[config.mk]
export PLATFORM = sky130hd
export DESIGN_NAME = mcast_xbar
export DESIGN_NICKNAME = d
export VERILOG_FILES = /design/src/mcast_xbar_pkg.sv /design/src/xbar_link_if.sv /design/src/mcast_xbar.sv /design/src/mcast_mux.sv /design/src/mcast_demux.sv /design/src/mcast_addr_decode.sv
export SDC_FILE = /design/constraint.sdc
export NUM_CORES = 1
export LEC_CHECK = 0
export BUFFER_PORTS_ARGS = -buffer_cell sky130_fd_sc_hd__buf_2
export CAP_MARGIN = 20
export CORE_AREA = 2 2 191 193
export CTS_CLUSTER_SIZE = 40
export DETAILED_ROUTE_END_ITERATION = 10
export DIE_AREA = 0 0 193 195
export PLACE_DENSITY_LB_ADDON = 0.2
export SLEW_MARGIN = 0
export SYNTH_ARGS = -nofsm -noshare
export SYNTH_HDL_FRONTEND = slang
export SYNTH_SLANG_ARGS = --single-unit
[constraint.sdc]
create_clock -name clk_i -period 4 [get_ports clk_i]
set_clock_uncertainty 0.1 [all_clocks]
set_input_delay 0.6 -clock clk_i [delete_from_list [all_inputs] [get_ports clk_i]]
set_output_delay 0.6 -clock clk_i [all_outputs]
set_load 0.02 [all_outputs]
[src/mcast_xbar_pkg.sv]
// Widths, fixed address map, request and response types shared by the crossbar RTL and testbench
package mcast_xbar_pkg;

  // Port counts, overridden through the top-level parameters
  localparam int unsigned NUM_INIT = 2;
  localparam int unsigned NUM_TGT  = 4;

  localparam int unsigned ADDR_W    = 32;
  localparam int unsigned DATA_W    = 32;
  localparam int unsigned TGT_OFS_W = 12;
  localparam int unsigned TGT_IDX_W = $clog2(NUM_TGT);
  // Lowest address bit of the tag field above the target index
  localparam int unsigned TAG_LSB   = TGT_OFS_W + TGT_IDX_W;

  typedef logic [ADDR_W-1:0] addr_t;
  typedef logic [DATA_W-1:0] data_t;

  // Tag value kept in place, the map starts at 0x1000_0000
  localparam addr_t MAP_TAG  = addr_t'(32'h1000_0) << TGT_OFS_W;
  // Selects the address bits that belong to the tag
  localparam addr_t TAG_MASK = ~((addr_t'(1) << TAG_LSB) - addr_t'(1));

  // A set mask bit makes the matching address bit a don't-care
  typedef struct packed {
    addr_t addr;
    data_t data;
    addr_t mask;
  } req_t;

  typedef enum logic [1:0] {
    RESP_OKAY   = 2'd0,
    RESP_SLVERR = 2'd2,
    RESP_DECERR = 2'd3
  } resp_t;

  typedef logic [NUM_TGT-1:0] tgt_sel_t;

  // Multicast join keeps the worst code, which is the largest one
  function automatic resp_t resp_merge(resp_t a, resp_t b);
    return (a > b) ? a : b;
  endfunction

endpackage
[src/xbar_link_if.sv]
// One initiator-to-target link of the crossbar mesh, used through its initiator and target modports
`timescale 1ns/1ns

interface xbar_link_if
  import mcast_xbar_pkg::*;
();

  // Request channel, demux towards mux
  logic  req_valid;
  logic  req_ready;
  req_t  req;

  // Response channel, mux back towards demux
  logic  rsp_valid;
  logic  rsp_ready;
  resp_t rsp;

  // Demux side
  modport initiator (
    output req_valid, req, rsp_ready,
    input  req_ready, rsp_valid, rsp
  );

  // Mux side
  modport target (
    input  req_valid, req, rsp_ready,
    output req_ready, rsp_valid, rsp
  );

endinterface

[src/mcast_xbar.sv]
// Top level of the multicast write crossbar, one demux per initiator and one mux per target
`timescale 1ns/1ns

module mcast_xbar
  import mcast_xbar_pkg::*;
#(
  parameter int unsigned NUM_INIT = mcast_xbar_pkg::NUM_INIT,
  parameter int unsigned NUM_TGT  = mcast_xbar_pkg::NUM_TGT
) (
  input  logic                  clk_i,
  input  logic                  reset_i,
  input  logic [NUM_INIT-1:0]   init_req_valid_i,
  output logic [NUM_INIT-1:0]   init_req_ready_o,
  input  req_t [NUM_INIT-1:0]   init_req_i,
  output logic [NUM_INIT-1:0]   init_rsp_valid_o,
  input  logic [NUM_INIT-1:0]   init_rsp_ready_i,
  output resp_t [NUM_INIT-1:0]  init_rsp_o,
  output logic [NUM_TGT-1:0]    tgt_req_valid_o,
  input  logic [NUM_TGT-1:0]    tgt_req_ready_i,
  output addr_t [NUM_TGT-1:0]   tgt_req_addr_o,
  output data_t [NUM_TGT-1:0]   tgt_req_data_o,
  input  logic [NUM_TGT-1:0]    tgt_rsp_valid_i,
  output logic [NUM_TGT-1:0]    tgt_rsp_ready_o,
  input  resp_t [NUM_TGT-1:0]   tgt_rsp_i
);

  // Link mesh, indexed by initiator then target
  logic  [NUM_INIT-1:0][NUM_TGT-1:0] mesh_req_valid;
  logic  [NUM_INIT-1:0][NUM_TGT-1:0] mesh_req_ready;
  req_t  [NUM_INIT-1:0][NUM_TGT-1:0] mesh_req;
  logic  [NUM_INIT-1:0][NUM_TGT-1:0] mesh_rsp_valid;
  logic  [NUM_INIT-1:0][NUM_TGT-1:0] mesh_rsp_ready;
  resp_t [NUM_INIT-1:0][NUM_TGT-1:0] mesh_rsp;

  for (genvar i = 0; i < NUM_INIT; i++) begin : gen_init
    xbar_link_if init_links [NUM_TGT] ();

    mcast_demux #(
      .NUM_TGT ( NUM_TGT )
    ) i_demux (
      .clk_i,
      .reset_i,
      .req_valid_i ( init_req_valid_i[i] ),
      .req_ready_o ( init_req_ready_o[i] ),
      .req_i       ( init_req_i[i]       ),
      .rsp_valid_o ( init_rsp_valid_o[i] ),
      .rsp_ready_i ( init_rsp_ready_i[i] ),
      .rsp_o       ( init_rsp_o[i]       ),
      .links       ( init_links          )
    );

    for (genvar j = 0; j < NUM_TGT; j++) begin : gen_cross
      assign mesh_req_valid[i][j]    = init_links[j].req_valid;
      assign mesh_req[i][j]          = init_links[j].req;
      assign mesh_rsp_ready[i][j]    = init_links[j].rsp_ready;
      assign init_links[j].req_ready = mesh_req_ready[i][j];
      assign init_links[j].rsp_valid = mesh_rsp_valid[i][j];
      assign init_links[j].rsp       = mesh_rsp[i][j];
    end
  end

  for (genvar j = 0; j < NUM_TGT; j++) begin : gen_tgt
    xbar_link_if tgt_links [NUM_INIT] ();

    mcast_mux #(
      .NUM_INIT ( NUM_INIT )
    ) i_mux (
      .clk_i,
      .reset_i,
      .links           ( tgt_links          ),
      .tgt_req_valid_o ( tgt_req_valid_o[j] ),
      .tgt_req_ready_i ( tgt_req_ready_i[j] ),
      .tgt_req_addr_o  ( tgt_req_addr_o[j]  ),
      .tgt_req_data_o  ( tgt_req_data_o[j]  ),
      .tgt_rsp_valid_i ( tgt_rsp_valid_i[j] ),
      .tgt_rsp_ready_o ( tgt_rsp_ready_o[j] ),
      .tgt_rsp_i       ( tgt_rsp_i[j]       )
    );

    for (genvar i = 0; i < NUM_INIT; i++) begin : gen_cross
      assign tgt_links[i].req_valid = mesh_req_valid[i][j];
      assign tgt_links[i].req       = mesh_req[i][j];
      assign tgt_links[i].rsp_ready = mesh_rsp_ready[i][j];
      assign mesh_req_ready[i][j]   = tgt_links[i].req_ready;
      assign mesh_rsp_valid[i][j]   = tgt_links[i].rsp_valid;
      assign mesh_rsp[i][j]         = tgt_links[i].rsp;
    end
  end

endmodule

[src/mcast_mux.sv]
// Per-target round-robin arbiter that forwards one link's request and routes the response back
`timescale 1ns/1ns

module mcast_mux
  import mcast_xbar_pkg::*;
#(
  parameter int unsigned NUM_INIT = mcast_xbar_pkg::NUM_INIT
) (
  input  logic        clk_i,
  input  logic        reset_i,
  xbar_link_if.target links [NUM_INIT],
  output logic        tgt_req_valid_o,
  input  logic        tgt_req_ready_i,
  output addr_t       tgt_req_addr_o,
  output data_t       tgt_req_data_o,
  input  logic        tgt_rsp_valid_i,
  output logic        tgt_rsp_ready_o,
  input  resp_t       tgt_rsp_i
);

  localparam int unsigned IDX_W = (NUM_INIT > 1) ? $clog2(NUM_INIT) : 1;

  logic [NUM_INIT-1:0]  link_req_valid;
  logic [NUM_INIT-1:0]  link_rsp_ready;
  req_t [NUM_INIT-1:0]  link_req;

  // Highest priority link, moved past the winner on completion
  logic [IDX_W-1:0]     rr_ptr;
  logic [IDX_W-1:0]     rr_gnt;
  logic [IDX_W-1:0]     gnt;
  logic [IDX_W-1:0]     gnt_q;
  // Lock spans request to response, hold keeps an offered request stable
  logic                 lock_q;
  logic                 hold_q;
  logic                 req_hs;
  logic                 rsp_hs;

  for (genvar i = 0; i < NUM_INIT; i++) begin : gen_link
    assign link_req_valid[i] = links[i].req_valid;
    assign link_req[i]       = links[i].req;
    assign link_rsp_ready[i] = links[i].rsp_ready;

    assign links[i].req_ready = ~lock_q & (gnt == IDX_W'(i)) & tgt_req_ready_i;
    assign links[i].rsp_valid = lock_q & (gnt_q == IDX_W'(i)) & tgt_rsp_valid_i;
    assign links[i].rsp       = tgt_rsp_i;
  end

  // First requesting link at or after the pointer
  always_comb begin
    int unsigned cand;
    logic        found;
    rr_gnt = rr_ptr;
    found  = 1'b0;
    for (int unsigned k = 0; k < NUM_INIT; k++) begin
      cand = (int'(rr_ptr) + k) % NUM_INIT;
      if (!found && link_req_valid[cand]) begin
        rr_gnt = IDX_W'(cand);
        found  = 1'b1;
      end
    end
  end

  assign gnt = (lock_q | hold_q) ? gnt_q : rr_gnt;

  assign tgt_req_valid_o = ~lock_q & link_req_valid[gnt];
  assign tgt_req_addr_o  = link_req[gnt].addr;
  assign tgt_req_data_o  = link_req[gnt].data;
  assign tgt_rsp_ready_o = lock_q & link_rsp_ready[gnt_q];

  assign req_hs = tgt_req_valid_o & tgt_req_ready_i;
  assign rsp_hs = tgt_rsp_valid_i & tgt_rsp_ready_o;

  always_ff @(posedge clk_i) begin
    if (reset_i) begin
      rr_ptr <= '0;
      gnt_q  <= '0;
      lock_q <= 1'b0;
      hold_q <= 1'b0;
    end else if (!lock_q) begin
      gnt_q  <= gnt;
      hold_q <= tgt_req_valid_o & ~tgt_req_ready_i;
      if (req_hs) begin
        lock_q <= 1'b1;
      end
    end else if (rsp_hs) begin
      lock_q <= 1'b0;
      rr_ptr <= (gnt_q == IDX_W'(NUM_INIT - 1)) ? '0 : gnt_q + 1'b1;
    end
  end

endmodule

[src/mcast_demux.sv]
// Per-initiator fork of one write to its selected targets and join of their responses
`timescale 1ns/1ns

module mcast_demux
  import mcast_xbar_pkg::*;
#(
  parameter int unsigned NUM_TGT = mcast_xbar_pkg::NUM_TGT
) (
  input  logic                  clk_i,
  input  logic                  reset_i,
  input  logic                  req_valid_i,
  output logic                  req_ready_o,
  input  req_t                  req_i,
  output logic                  rsp_valid_o,
  input  logic                  rsp_ready_i,
  output resp_t                 rsp_o,
  xbar_link_if.initiator        links [NUM_TGT]
);

  tgt_sel_t              sel;
  logic                  dec_err;
  logic                  req_hs;
  logic                  last_rsp;

  // Registered request and the merged response so far
  req_t                  req_q;
  resp_t                 rsp_q;
  resp_t                 merged;
  logic                  rsp_valid_q;

  // Links still waiting for request acceptance, and for a response
  logic [NUM_TGT-1:0]    pend_req;
  logic [NUM_TGT-1:0]    pend_rsp;

  logic [NUM_TGT-1:0]    link_req_ready;
  logic [NUM_TGT-1:0]    link_rsp_valid;
  logic [NUM_TGT-1:0]    rsp_hs;
  resp_t [NUM_TGT-1:0]   link_rsp;

  mcast_addr_decode i_decode (
    .req_i     ( req_i   ),
    .sel_o     ( sel     ),
    .dec_err_o ( dec_err )
  );

  // Busy from acceptance until the initiator takes the response
  assign req_ready_o = ~(|pend_rsp) & ~rsp_valid_q;
  assign req_hs      = req_valid_i & req_ready_o;
  assign rsp_valid_o = rsp_valid_q;
  assign rsp_o       = rsp_q;

  for (genvar j = 0; j < NUM_TGT; j++) begin : gen_link
    req_t fwd;

    // Each copy is a unicast to target j
    always_comb begin
      fwd = req_q;
      fwd.addr[TGT_OFS_W +: TGT_IDX_W] = TGT_IDX_W'(j);
      fwd.mask = '0;
    end

    assign links[j].req_valid = pend_req[j];
    assign links[j].req       = fwd;
    assign links[j].rsp_ready = pend_rsp[j];

    assign link_req_ready[j] = links[j].req_ready;
    assign link_rsp_valid[j] = links[j].rsp_valid;
    assign link_rsp[j]       = links[j].rsp;
  end

  assign rsp_hs   = link_rsp_valid & pend_rsp;
  assign last_rsp = (|pend_rsp) & ((pend_rsp & ~rsp_hs) == '0);

  // Join all responses arriving in this cycle
  always_comb begin
    merged = rsp_q;
    for (int unsigned j = 0; j < NUM_TGT; j++) begin
      if (rsp_hs[j]) begin
        merged = resp_merge(merged, link_rsp[j]);
      end
    end
  end

  always_ff @(posedge clk_i) begin
    if (reset_i) begin
      pend_req    <= '0;
      pend_rsp    <= '0;
      rsp_valid_q <= 1'b0;
    end else begin
      pend_req <= pend_req & ~link_req_ready;
      pend_rsp <= pend_rsp & ~rsp_hs;
      if (req_hs) begin
        if (dec_err) begin
          // Unmapped address, answered here without any link traffic
          rsp_valid_q <= 1'b1;
        end else begin
          pend_req <= sel;
          pend_rsp <= sel;
        end
      end else if (last_rsp) begin
        rsp_valid_q <= 1'b1;
      end else if (rsp_valid_q && rsp_ready_i) begin
        rsp_valid_q <= 1'b0;
      end
    end
  end

  always_ff @(posedge clk_i) begin
    if (req_hs) begin
      req_q <= req_i;
      rsp_q <= dec_err ? RESP_DECERR : RESP_OKAY;
    end else if (|rsp_hs) begin
      rsp_q <= merged;
    end
  end

endmodule

[src/mcast_addr_decode.sv]
// Combinational decode of a request address and multicast mask into a target set and error flag
`timescale 1ns/1ns

module mcast_addr_decode
  import mcast_xbar_pkg::*;
(
  input  req_t     req_i,
  output tgt_sel_t sel_o,
  output logic     dec_err_o
);

  logic [TGT_IDX_W-1:0] idx;
  logic [TGT_IDX_W-1:0] idx_mask;
  logic                 tag_miss;
  logic                 tag_masked;

  // Target index field and its don't-care bits
  assign idx      = req_i.addr[TGT_OFS_W +: TGT_IDX_W];
  assign idx_mask = req_i.mask[TGT_OFS_W +: TGT_IDX_W];

  // An unmasked tag bit that differs from the map
  assign tag_miss   = |((req_i.addr ^ MAP_TAG) & ~req_i.mask & TAG_MASK);
  // Multicast over the tag would leave the map
  assign tag_masked = |(req_i.mask & TAG_MASK);

  assign dec_err_o = tag_miss | tag_masked;

  // Target j matches when it agrees with the index in every cared-for bit
  always_comb begin
    sel_o = '0;
    if (!dec_err_o) begin
      for (int unsigned j = 0; j < NUM_TGT; j++) begin
        sel_o[j] = (((TGT_IDX_W'(j) ^ idx) & ~idx_mask) == '0);
      end
    end
  end

endmodule

Word level (Yosys, flattened, before mapping):

Index checks and enable logic that the tools add are counted.

* add/subtract/negate cells: 8
* magnitude comparators: 24
* equality and inequality tests: 2
* muxes and demuxes: 106
* bitwise logic cells: 116
* reduce and logical (&&, ||, !) cells: 38

Operators by type and width (number)
* 2-to-1 mux 96 bit: 8
* OR reduction 18 bit: 4
* 2-to-1 mux 1 bit: 68
* AND 32 bit: 2
* NOT 32 bit: 2
* AND 1 bit: 58
* 2-to-1 mux 2 bit: 22
* less-than comparator 1 x 2 -> 1 bit, second input constant: 16
* 2-to-1 mux 4 bit: 8
* NOT 1 bit: 26
* AND 4 bit: 6
* AND 2 bit: 8
* greater-than comparator 2 bit: 8
* zero test 2 bit: 8
* NOT 4 bit: 4
* OR reduction 4 bit: 4
* AND reduction 2 bit: 6
* adder 1 bit, second input constant: 8
* zero test 4 bit: 2
* NOT 2 bit: 4
* logical AND 1 bit: 6
* bitwise OR 1 bit: 6
* nonzero test 3 bit: 2
* zero test 1 bit: 4
* other kinds (2): 4

* bits in registers: 166
* output and inout bits: 272
* word-level logic and storage cells: 322

Logic depth before layout (Yosys ltp):

Gate-level depths: netlist of run 1.

* depth after elaboration: 16
* depth in mapped cells: 18
* depth with buffers taken out: 18

Hierarchy:

From an unflattened synthesis of run 1, not the netlist that was laid out.

* cell total of the unflattened synthesis: 1474
* area, all modules: 14959.3 µm²

By module, submodules not included
* mcast_demux: instances 2, cells each 487, area an instance 5121.2 µm², sequential area each 2102.0 µm²
* mcast_mux: instances 4, cells each 106, area an instance 1062.3 µm², sequential area each 80.1 µm²
* mcast_addr_decode: instances 2, cells each 38, area an instance 234.0 µm², sequential area each 0.0 µm²

Least setup slack after synthesis of run 1:

Ideal clock, no wire load.

* path type: in2reg
* start: input port tgt_rsp_i[1] (netlist bit)
* end: register gen_init[0].i_demux.rsp_q[0], data pin
* arrival time: 3.051 ns
* slack: 0.583 ns
* stages on the path: 16
* buffers on the path: 0
* cell sequence: inv_1 > ha_1 > o21ai_1 > inv_1 > ha_1 > mux2i_2 > ha_1 > or3_1 > a32o_1 > a21oi_1 > ha_1 > nor2b_1 > o21ai_0 > nand2_1 > nand2_1 > o211ai_1

* word-level cells in the longest chain between the ends: 14

Ends and longest elaborated chain
* start: declaration: RTL line mcast_xbar.sv:24 `input resp_t [NUM_TGT-1:0] tgt_rsp_i`
* greater-than comparator 2 bit: RTL line mcast_xbar_pkg.sv:40 `return (a > b) ? a : b;`
* 2-to-1 mux 2 bit (*): RTL line mcast_xbar_pkg.sv:40
* 2-to-1 mux 2 bit (*): RTL line mcast_demux.sv:78 `if (rsp_hs[j]) begin`
* greater-than comparator 2 bit: RTL line mcast_xbar_pkg.sv:40
* 2-to-1 mux 2 bit: RTL line mcast_xbar_pkg.sv:40
* 2-to-1 mux 2 bit (*): RTL line mcast_demux.sv:78
* greater-than comparator 2 bit: RTL line mcast_xbar_pkg.sv:40
* 2-to-1 mux 2 bit: RTL line mcast_xbar_pkg.sv:40
* 2-to-1 mux 2 bit (*): RTL line mcast_demux.sv:78
* greater-than comparator 2 bit: RTL line mcast_xbar_pkg.sv:40
* 2-to-1 mux 2 bit: RTL line mcast_xbar_pkg.sv:40
* 2-to-1 mux 2 bit (*): RTL line mcast_demux.sv:78
* 2-to-1 mux 2 bit (*): RTL line mcast_demux.sv:112 `end else if (|rsp_hs) begin`
* 2-to-1 mux 2 bit (*): RTL line mcast_demux.sv:109 `if (req_hs) begin`
* end signal: assignment: RTL line mcast_demux.sv:111 `rsp_q <= dec_err ? RESP_DECERR : RESP_OKAY;`
* end signal: assignment: RTL line mcast_demux.sv:113 `rsp_q <= merged;`
* end: declaration: RTL line mcast_demux.sv:27 `resp_t rsp_q;`

Mark *: on every way between the ends. The rest lies on a longest branch, timed or not. The select of a mux whose other input is x is not followed.
A chain may end at the register's enable or synchronous reset.

Worst setup path after layout of run 1:

* start: register gen_tgt[0].i_mux.gnt_q
* end: register gen_init[0].i_demux.rsp_q[0], data pin

* word-level cells in the longest chain between the ends: 16

Ends and longest elaborated chain
* start: declaration: RTL line mcast_mux.sv:31 `logic [IDX_W-1:0] gnt_q;`
* start signal: assignment: RTL line mcast_mux.sv:80 `gnt_q <= gnt;`
* NOT 1 bit (*): RTL line mcast_mux.sv:44 `assign links[i].rsp_valid = lock_q & (gnt_q == IDX_W'(i)) & tgt_rsp_valid_i;`
* AND 1 bit (*) (2 in a row): RTL line mcast_mux.sv:44
* AND 4 bit (*): RTL line mcast_demux.sv:71 `assign rsp_hs = link_rsp_valid & pend_rsp;`
* 2-to-1 mux 2 bit (*): RTL line mcast_demux.sv:78
* greater-than comparator 2 bit: RTL line mcast_xbar_pkg.sv:40
* 2-to-1 mux 2 bit: RTL line mcast_xbar_pkg.sv:40
* 2-to-1 mux 2 bit (*): RTL line mcast_demux.sv:78
* greater-than comparator 2 bit: RTL line mcast_xbar_pkg.sv:40
* 2-to-1 mux 2 bit: RTL line mcast_xbar_pkg.sv:40
* 2-to-1 mux 2 bit (*): RTL line mcast_demux.sv:78
* greater-than comparator 2 bit: RTL line mcast_xbar_pkg.sv:40
* 2-to-1 mux 2 bit: RTL line mcast_xbar_pkg.sv:40
* 2-to-1 mux 2 bit (*): RTL line mcast_demux.sv:78
* 2-to-1 mux 2 bit (*): RTL line mcast_demux.sv:112
* 2-to-1 mux 2 bit (*): RTL line mcast_demux.sv:109

Marked as above.

==> flow_summary_export.csv, run 1 <==
group,metric,value,unit
outcome,status,"finished clean",
power,p_leak,5.66,nW
yosys,synth_top_cell_area_share,0.389,
yosys,synth-xor-area-share,0,
cts,htree_num_levels,4,
power,power_frac_comb,0.180,
setup_path,crit_start,"gen_tgt[0].i_mux.gnt_q",
cts,cts_buffers,17,
yosys,synth_edf_count,128,
yosys,yosysMostFrequentCell,"mux2_2",
setup_path,worst_setup_path_end_kind,"flop",
detailed_routing,dr.pass1.iters,5,
setup_path,cp-start-kind,"flop",
setup_path,cp_max_fo,8,
cts,cts.hold.buffers_added,0,
yosys,synthCells,814,
global_routing,overflow,0,
yosys,synthFlopType,"edfxtp_1",
power,p_sw,1.28,mW
global_routing,antenna_found_initial,5,
worst_hold_path,min_from,"init_req_i[162]",
yosys,synth_fa_ha_area_frac,0.0294,
place,dpl.hpwl,28700,µm
place,routabilityCongestion,0.872,
yosys,synth_simple_gate_area_frac,0.104,
place,pre_cts_slack,0.161,ns
yosys,synth_common_cells,"mux2_2 (249), edfxtp_1 (128), inv_1 (39)",
worst_hold_path,holdCritPathClass,"in -> reg",
yosys,yosys_warnings,0,
timing,max_slew_margin,0.393,
yosys,synth_area,9870,µm²
floorplanning,io_pins,486,
setup_path,critical_path_arrival,3.60,ns
finish,nets,1486,
cts,cts_resized,0,
timing,max_freq,285,MHz
yosys,yosysSeqAreaShare,0.458,
floorplanning,core_area,35400,µm²
timing,fin_setup_tns,0,ns
flow_run,maxCapViolCount,0,
detailed_routing,drt_wl_total,36700,µm
timing,rsz0062_at_grt,"false",
detailed_routing,ant_nets,0,
yosys,muxShareOfSynthArea,0.298,
power,p_clk_frac,0.371,
timing,hold_viol,0,
global_routing,grt_pass1_wl,51900,µm
floorplanning,std_cell_rows,69,
setup_path,timing.rr.start,"gen_tgt[0].i_mux.gnt_q",
detailed_routing,drc_errors,0,
floorplanning,die_h,195,µm
timing,fin_crit_sh,0.877,
cts,clk_pin_slew,0.07,ns
power,seqPwrFrac,0.450,
power,power_density,337,nW/µm²
global_routing,grt_max_degree,43,
detailed_routing,vias,8243,
setup_path,required,4.09,ns
detailed_routing,avgViaCountPerCell,4.76,
floorplanning,die_w,193,µm
floorplanning,initial_core_util,0.279,
finish,utilization,0.371,
cts,clock_latency,0.45,ns
power,peakVddDrop,298,µV
timing,setup_slack,0.493,ns
global_routing,grt_pass1_vias,8225,
yosys,async_reset_ff_frac,0,
timing,setup_viol,0,
finish,fill_cells,3632,
yosys,ys_ff_latch,162,
setup_path,worstSetupPathType,"reg -> reg",
power,switching_share,0.288,
global_routing,grt_use_total,0.190,
cts,clk_path_buf_depth,2,
yosys,synth_largest_area_cell,"edfxtp_1",
timing,hold_ws,0.221,ns
timing,slew_viol_final,0,
timing,min_period,3.51,ns
yosys,synth_top_family_by_area,"multiplexers",
detailed_routing,drt-initial-drc-count,427,
cts,cts_setup_buffers,0,
cts,cts_tree,"done",
cts,clock_sink_count,162,
yosys,synth-compound-area-share,0.0512,
yosys,avgSynthCellArea,12.1,µm²
yosys,ys_types,60,
place,port_buffers,453,
floorplanning,dieArea,37600,µm²
power,p_int,3.15,mW
timing,worst_slew_pin_slew,0.902,ns
yosys,synthTopCellsByArea,"edfxtp_1 (39%), mux2_2 (28%), dfxtp_1 (6.9%)",
detailed_routing,avgRoutedWirePerCell,21.2,µm
cts,clock-root-buffer,"clkbuf_16",
finish,drive_gt1_frac,0.606,
finish,area_growth,33.1,%
==> sequential cells by signal, summed over array words and instances, names as in the netlist <==
register / count
gen_tgt.i_mux.lock_q: 4
gen_init.i_demux.pend_rsp: 8
gen_init.i_demux.links.req: 124
gen_init.i_demux.rsp_valid_o: 2
gen_tgt.i_mux.rr_ptr: 4
gen_tgt.i_mux.hold_q: 4
gen_init.i_demux.pend_req: 8
gen_init.i_demux.rsp_o: 4
gen_tgt.i_mux.gnt_q: 4
==> layout make-up <==
class | count | area, µm² | share of cell area
multi-input combinational | 559 | 4840 | 0.368
sequential | 162 | 4520 | 0.344
timing repair buffer | 472 | 2470 | 0.188
tap | 461 | 577 | 0.0439
clock buffer | 19 | 433 | 0.0329
inverter | 40 | 153 | 0.0116
clock inverter | 13 | 136 | 0.0104
antenna | 5 | 12.5 | 0.000952
==> critical path, stage by stage (launching register included) <==
cell	delay, ns
dfxtp_1	0.39
nand4b_1	0.33
o21ai_1	0.26
inv_1	0.10
ha_1	0.20
mux2i_2	0.17
ha_1	0.26
or3_1	0.37
a32o_1	0.25
a21oi_1	0.17
ha_1	0.18
nor2b_1	0.04
o21ai_0	0.21
nand2_1	0.09
nand2_1	0.07
o211ai_1	0.08
==> cells by family (layout without fill, tap and decap cells) <==
| logic type | count (synthesis) | in the layout |
|---|---|---|
| adders and majority gates | 24 | 24 |
| other | 2 | 13 |
| and+or+nand+nor | 190 | 190 |
| DFF | 162 | 162 |
| muxes | 262 | 262 |
| AOI/OAI and AO/OA | 75 | 75 |
| buffers and inverters | 99 | 544 |
==> cells in the final DEF (no fill, tap or decap), types with 9 or more instances in the layout <==
| cell type | count |
|---|---|
| nor3_1 | 15 |
| nor2_1 | 37 |
| inv_1 | 38 |
| clkbuf_16 | 17 |
| nand3_1 | 21 |
| ha_1 | 20 |
| mux2_2 | 249 |
| nor2b_1 | 9 |
| nand2_1 | 35 |
| dfxtp_1 | 34 |
| buf_4 | 13 |
| edfxtp_1 | 128 |
| o21ai_0 | 19 |
| buf_2 | 454 |
| nor4_1 | 14 |
| nand2b_1 | 22 |
==> per-stage QoR <==
stage	power, mW	instance area, µm²	cells
after global placement	2.82	12600	1693
after detailed placement	2.83	12600	1693
final	4.43	13100	1731
after floorplan	2.47	9890	820
after CTS	4.49	13100	1725
after global routing	4.61	13100	1730
==> path summary, 6_finish.rpt <==
check,to,slack [ns],cells after the start
setup / recovery,gen_init[0].i_demux.rsp_o[0],0.49,15
hold / removal,gen_init[1].i_demux.links[0].req[66],0.22,1
setup reg to reg,gen_init[0].i_demux.rsp_o[0],0.49,15
hold reg to reg,gen_init[1].i_demux.pend_req[2],0.39,2
==> metal layers <==
layer | global-route usage | up-vias | wire, µm
met1 | 0.232 | 3977 | 15300
li1 | - | 3906 | -
met2 | 0.316 | 318 | 17900
met5 | 0 | - | 0
met4 | 0.0721 | 0 | 884
met3 | 0.0537 | 42 | 2550
==> power by group through the flow <==
| stage | Sequential [mW] | Combinational [mW] | Clock [mW] |
|---|---|---|---|
| floorplan | 2.01 | 0.462 | 0 |
| global placement | 2.02 | 0.800 | 0 |
| detailed placement | 2.03 | 0.802 | 0 |
| CTS | 1.99 | 0.805 | 1.69 |
| global route | 2.01 | 0.853 | 1.75 |
| finish | 1.99 | 0.797 | 1.64 |
(Power assumes the default switching activity.)
==> run 2, diff against run 1 <==
ABC_AREA = 1   (was default)
CORE_AREA = 2 2 186 188   (was 2 2 191 193)
DIE_AREA = 0 0 188 190   (was 0 0 193 195)
==> run 2 against run 1 <==
Against the previous run: utilization grew 1.1 points; setup slack gained 0.15 ns; critical endpoint is now tgt_req_data_o[66]; design area shrank 1.3%; routed wire length shrank 2.5%; clock-buffer cell count grew 5; hold slack gained 0.0031 ns; maximum frequency grew 4.5%; first-iteration DRC count grew 9.1%; largest cell class is now registers; clock power grew 3%; register-to-register slack gained 0.32 ns; combinational power shrank 3.3%.
==> flow_summary_export.csv, run 2 <==
group,metric,value,unit
place,routabilityCongestion,0.889,
power,power_density,342,nW/µm²
outcome,status,"finished clean",
power,peakVddDrop,296,µV
floorplanning,io_pins,486,
floorplanning,initial_core_util,0.293,
detailed_routing,drt-initial-drc-count,466,
cts,cts.hold.buffers_added,0,
place,dp.cells,2149,
setup_path,path_cells,"inv_2 -> nand2_1 -> a21oi_1 -> nand2_1 -> nand2_4 -> buf_12 -> nand2_1 -> o21ai_1 -> buf_2",
detailed_routing,vias,10100,
setup_path,worstRegToRegCells,19,
power,p_clk_frac,0.381,
global_routing,grt_pass1_wl,53100,µm
finish,area_growth,30.6,%
setup_path,cp_slowest_cell,"nand2_4",
power,p_leak,5.94,nW
global_routing,use_met3,0.0539,
timing,slew_viol_final,0,
timing,rsz0062_at_grt,"false",
yosys,synth_largest_area_cell,"edfxtp_1",
yosys,yosysSeqAreaShare,0.456,
place,pre_cts_slack,0.610,ns
finish,final_cell_mix,"buf_2 (453), nand2_1 (403), inv_1 (176)",
yosys,synthTopCellsByArea,"edfxtp_1 (39%), nand2_1 (15%), o21ai_0 (7.5%)",
global_routing,grt_max_degree,75,
place,port_buffers,453,
detailed_routing,drt_wl_total,35800,µm
cts,cts_tree,"done",
power,seqPwrFrac,0.445,
global_routing,grtUsageMet1,0.235,
yosys,synth_area,9930,µm²
finish,nets,1947,
cts,htree_num_levels,4,
floorplanning,die_h,190,µm
yosys,ys_types,33,
finish,largest_reg_flops,124,
place,dpl.hpwl,28000,µm
finish,drive_gt1_frac,0.316,
timing,max_freq,298,MHz
detailed_routing,avgRoutedWirePerCell,16.4,µm
setup_path,reg2reg_to,"gen_init[0].i_demux.rsp_o[0]",
yosys,ys_ff_latch,162,
global_routing,overflow,0,
yosys,synth_top_cell_area_share,0.387,
cts,clk_pin_slew,0.07,ns
global_routing,busiest_layer,"met2",
cts,clock_sink_count,162,
timing,setup_slack,0.644,ns
global_routing,grt_pass1_vias,9276,
floorplanning,dieArea,35700,µm²
yosys,synthFlopType,"edfxtp_1",
power,power_frac_comb,0.174,
finish,fin_area,13000,µm²
timing,max_slew_margin,0.423,
cts,cts_setup_buffers,0,
detailed_routing,drc_errors,0,
setup_path,required,3.30,ns
global_routing,use_met2,0.337,
global_routing,antenna_found_initial,5,
finish,regArea,4520,µm²
timing,fin_crit_sh,0.839,
cts,cts_resized,0,
setup_path,worst_setup_path_end_kind,"primary output",
cts,clock-root-buffer,"clkbuf_16",
worst_hold_path,holdCritPathClass,"in -> reg",
timing,worst_slew_pin_slew,0.866,ns
yosys,async_reset_ff_frac,0,
timing,hold_ws,0.224,ns
finish,mostFrequentLayoutCell,"buf_2",
setup_path,timing.critical_path.mode_cell,"nand2_1",
timing,fin_setup_tns,0,ns
cts,cts_buffers,17,
flow_run,maxCapViolCount,0,
yosys,avgSynthCellArea,7.63,µm²
cts,clock_latency,0.44,ns
floorplanning,die_w,188,µm
detailed_routing,ant_nets,0,
setup_path,critical_path_depth,9,
detailed_routing,avgViaCountPerCell,4.61,
yosys,yosys_warnings,0,
detailed_routing,dr.pass1.iters,5,
power,p_total,4.43,mW
yosys,yosysMostFrequentCell,"nand2_1",
power,p_sw,1.29,mW
setup_path,rrSetupSlack,0.81,ns
timing,setup_viol,0,
place,place_area,12400,µm²
setup_path,worstSetupPathType,"reg -> out",
timing,hold_viol,0,
floorplanning,std_cell_rows,68,
finish,finalNonFillerCells,2183,
setup_path,path_delay_family,"simple AND/OR/NAND/NOR gates",
timing,min_period,3.36,ns
setup_path,cp-endpoint,"tgt_req_data_o[66]",
power,p_int,3.14,mW
global_routing,grt_use_total,0.195,
setup_path,crit_start,"gen_tgt[2].i_mux.lock_q",
yosys,synth_edf_count,128,
cts,clk_path_buf_depth,2,
finish,fill_cells,3628,
setup_path,critical_path.max_stage_delay,0.62,ns
setup_path,crit_buf_inv,3,
setup_path,critical_path_arrival,2.66,ns
power,switching_share,0.292,
setup_path,cp_max_fo,74,
yosys,synthCells,1301,
yosys,synth_common_cells,"nand2_1 (403), inv_1 (176), o21ai_0 (148)",
setup_path,timing.rr.start,"gen_tgt[0].i_mux.lock_q",
setup_path,cp-start-kind,"flop",
finish,multi_input_area,4180,µm²
floorplanning,core_area,33900,µm²
finish,utilization,0.382,
run 2: cell types whose count changed after synthesis, moves of 18 or more:
cell      change
nand2_1     +368
mux2_2      -249
inv_1       +137
o21ai_0     +129
o21ai_1     +113
a21oi_1      +28
buf_6        +23
nand2b_1     -22
nor2_1       +18
run 2: per-layer routing:
metal,vias up,share of wire
met5,-,0.0016
met4,8,0.022
met3,39,0.079
met2,377,0.49
met1,4607,0.41
li1,5042,-
run 2: cells by family (layout without fill, tap and decap cells):
| kind of cell | Yosys count | in the layout | synth area share |
|---|---|---|---|
| AO/OA/AOI/OAI | 316 | 316 | 0.164 |
| adder cells (fa/ha/maj) | 20 | 20 | 0.0252 |
| buffers and inverters | 262 | 681 | 0.126 |
| flip-flops | 162 | 162 | 0.456 |
| other | 2 | 10 | 0.000756 |
| AND/OR/NAND/NOR | 539 | 539 | 0.229 |
run 2: power by group through the flow:
stage | Clock (mW) | Combinational [mW] | Sequential (mW)
final | 1.69 | 0.771 | 1.97
after detailed placement | 0 | 0.778 | 2.01
after CTS | 1.73 | 0.780 | 1.97
after global placement | 0 | 0.772 | 2.01
after global routing | 1.79 | 0.839 | 1.98
after floorplan | 0 | 0.433 | 2.00
run 2: worst min-delay path by stage:
stage	from	to	slack [ns]	depth (start not counted)
after detailed placement	gen_tgt[2].i_mux.rr_ptr	gen_tgt[2].i_mux.rr_ptr	0.37	2
after floorplan	gen_tgt[2].i_mux.rr_ptr	gen_tgt[2].i_mux.rr_ptr	0.34	2
after global placement	gen_tgt[2].i_mux.rr_ptr	gen_tgt[2].i_mux.rr_ptr	0.36	2
final	init_req_i[135]	gen_init[1].i_demux.links[0].req[39]	0.22	1
after global routing	init_req_i[135]	gen_init[1].i_demux.links[0].req[39]	0.20	1
after CTS	init_req_i[51]	gen_init[0].i_demux.links[0].req[51]	0.20	1
run 2: final cells by class:
class | count | area share
Sequential cell | 162 | 0.349
Multi-Input combinational cell | 883 | 0.322
Timing Repair Buffer | 462 | 0.184
Inverter | 187 | 0.0543
Tap cell | 455 | 0.0439
Clock buffer | 24 | 0.0421
Clock inverter | 8 | 0.00463
Antenna cell | 2 | 0.000386
run 2: worst reg2reg max path, stage by stage, from the launching register on:
cell and delay [ns]:
dfxtp_1 0.48, nand2_2 0.12, nor2_4 0.22, nand2_2 0.07, o21ai_2 0.09, ha_1 0.18, nand2_1 0.07, nand2_1 0.12
inv_1 0.05, ha_1 0.25, nand3b_1 0.17, a21boi_0 0.21, ha_1 0.18, nor2_1 0.04, o21ai_0 0.17, nand2_1 0.09
o21ai_0 0.16, inv_1 0.05, nand2_1 0.06, nand2_1 0.05
==> run 3, diff against run 2 <==
clock period = 3.45 ns   (was 4 ns; I/O delays follow)
==> run 3 against run 2 <==
Against the previous run: cell count is 0.32% higher; largest cell class unchanged; flip-flop and latch count unchanged; largest power group unchanged; critical path depth rose by 1; design area grew 0.80%; combinational power is 16% higher.
==> flow_summary_export.csv, run 3 (same netlist as run 2, synthesis figures left out) <==
group,metric,value,unit
outcome,status,"finished clean",
timing,rsz0062_at_grt,"false",
timing,worst_slew_pin_slew,0.629,ns
flow_run,maxCapViolCount,0,
timing,fin_setup_tns,0,ns
setup_path,cp_slowest_cell,"nand2_4",
floorplanning,die_h,190,µm
setup_path,path_cells,"buf_4 -> inv_2 -> nand2_2 -> a21oi_2 -> nand2_2 -> nand2_4 -> buf_4 -> nand2_1 -> o21ai_0 -> buf_2",
place,port_buffers,453,
cts,clk_path_buf_depth,2,
cts,clock_latency,0.44,ns
finish,mostFrequentLayoutCell,"buf_2",
setup_path,timing.rr.start,"gen_tgt[0].i_mux.lock_q",
detailed_routing,drt-initial-drc-count,509,
place,dp.cells,2154,
cts,cts_tree,"done",
cts,clock-root-buffer,"clkbuf_16",
timing,setup_viol,0,
timing,max_freq,319,MHz
detailed_routing,avgViaCountPerCell,4.60,
detailed_routing,ant_nets,0,
setup_path,crit_buf_inv,4,
detailed_routing,avgRoutedWirePerCell,16.4,µm
global_routing,grt_use_total,0.193,
finish,nets,1952,
setup_path,worst_setup_path_end_kind,"primary output",
floorplanning,dieArea,35700,µm²
floorplanning,die_w,188,µm
place,pre_cts_slack,0.191,ns
floorplanning,io_pins,486,
setup_path,cp_max_fo,45,
cts,cts_buffers,17,
power,peakVddDrop,318,µV
timing,fin_crit_sh,0.909,
global_routing,grt_pass1_wl,52200,µm
worst_hold_path,min_from,"init_req_i[138]",
place,routabilityCongestion,0.907,
power,p_total,5.27,mW
global_routing,antenna_found_initial,9,
timing,hold_ws,0.153,ns
timing,max_slew_margin,0.581,
timing,hold_viol,0,
finish,largest_reg_flops,124,
floorplanning,std_cell_rows,68,
finish,drive_gt1_frac,0.319,
finish,final_cell_mix,"buf_2 (453), nand2_1 (403), inv_1 (176)",
power,power_density,403,nW/µm²
timing,slew_viol_final,0,
cts,clk_pin_slew,0.07,ns
global_routing,grt_pass1_vias,9088,
cts,clock_sink_count,162,
detailed_routing,drt_wl_total,35900,µm
setup_path,path_delay_family,"buffers and inverters",
power,p_leak,6.00,nW
floorplanning,core_area,33900,µm²
cts,htree_num_levels,4,
setup_path,required,2.83,ns
finish,finalNonFillerCells,2190,
setup_path,worstSetupPathType,"reg -> out",
finish,area_growth,31.6,%
detailed_routing,dr.pass1.iters,6,
timing,setup_slack,0.314,ns
timing,min_period,3.14,ns
worst_hold_path,holdCritPathClass,"in -> reg",
global_routing,overflow,0,
setup_path,critical_path.max_stage_delay,0.38,ns
setup_path,cp-start-kind,"flop",
place,dpl.hpwl,28200,µm
detailed_routing,vias,10100,
setup_path,crit_start,"gen_tgt[1].i_mux.lock_q",
setup_path,critical_path_arrival,2.52,ns
floorplanning,initial_core_util,0.293,
detailed_routing,drc_errors,0,
global_routing,grt_max_degree,62,
-- run 3: power by group --
part	internal (mW)	switching [mW]
clock network	1.26	0.829
logic	0.297	0.598
registers	2.23	0.0607
total	3.78	1.49
-- run 3: worst register-to-register path: stages (launching register included) --
cell and delay [ns]:
dfxtp_2 0.41, nand2_2 0.10, nor2_4 0.21, nand2_2 0.07
o21ai_2 0.09, ha_1 0.17, nand2_1 0.08, nand2_1 0.12
inv_1 0.05, ha_1 0.25, nand3b_1 0.16, a21boi_0 0.20
ha_1 0.17, nor2_1 0.04, o21ai_0 0.16, nand2_1 0.08
o21ai_0 0.15, inv_1 0.06, nand2_1 0.06, nand2_1 0.04
-- run 3: layer usage --
layer  part of all wire  GRT usage  up-vias  wire length [µm]
met3              0.074     0.0505       51              2650
met1               0.41      0.232     4573             14800
met5             0.0019          0        -                69
met4              0.026     0.0684       10               923
li1                   -          -     5048                 -
met2               0.48      0.333      392             17400
-- run 3: stage by stage --
step,instance area (µm²),util
global route,13100,0.385
floorplan,9950,-
finish,13100,0.385
detailed placement,12400,0.366
CTS,13100,0.385
global placement,12400,0.366
-- run 3: final timing paths --
kind / endpoint / cells after the start / slack [ns]
max: tgt_req_data_o[41] / 10 / 0.31
min: gen_init[1].i_demux.links[0].req[42] / 1 / 0.15
max reg2reg: gen_init[0].i_demux.rsp_o[0] / 19 / 0.42
min reg2reg: gen_tgt[2].i_mux.rr_ptr / 2 / 0.37
-- run 3: what timing repair did --
action,4_1_cts,5_1_grt
setup buffers,0,0
endpoints found under the setup margin,0,1
resized for setup,0,1
hold buffers,0,0
-- run 3: area by class of cell --
type / instances / area, µm²
Antenna cell: 4 / 10.0
Clock buffer: 23 / 542
Clock inverter: 9 / 111
Fill cell: 3625 / 20900
Inverter: 187 / 704
Multi-Input combinational cell: 883 / 4180
Sequential cell: 162 / 4530
Tap cell: 455 / 569
Timing Repair Buffer: 467 / 2430
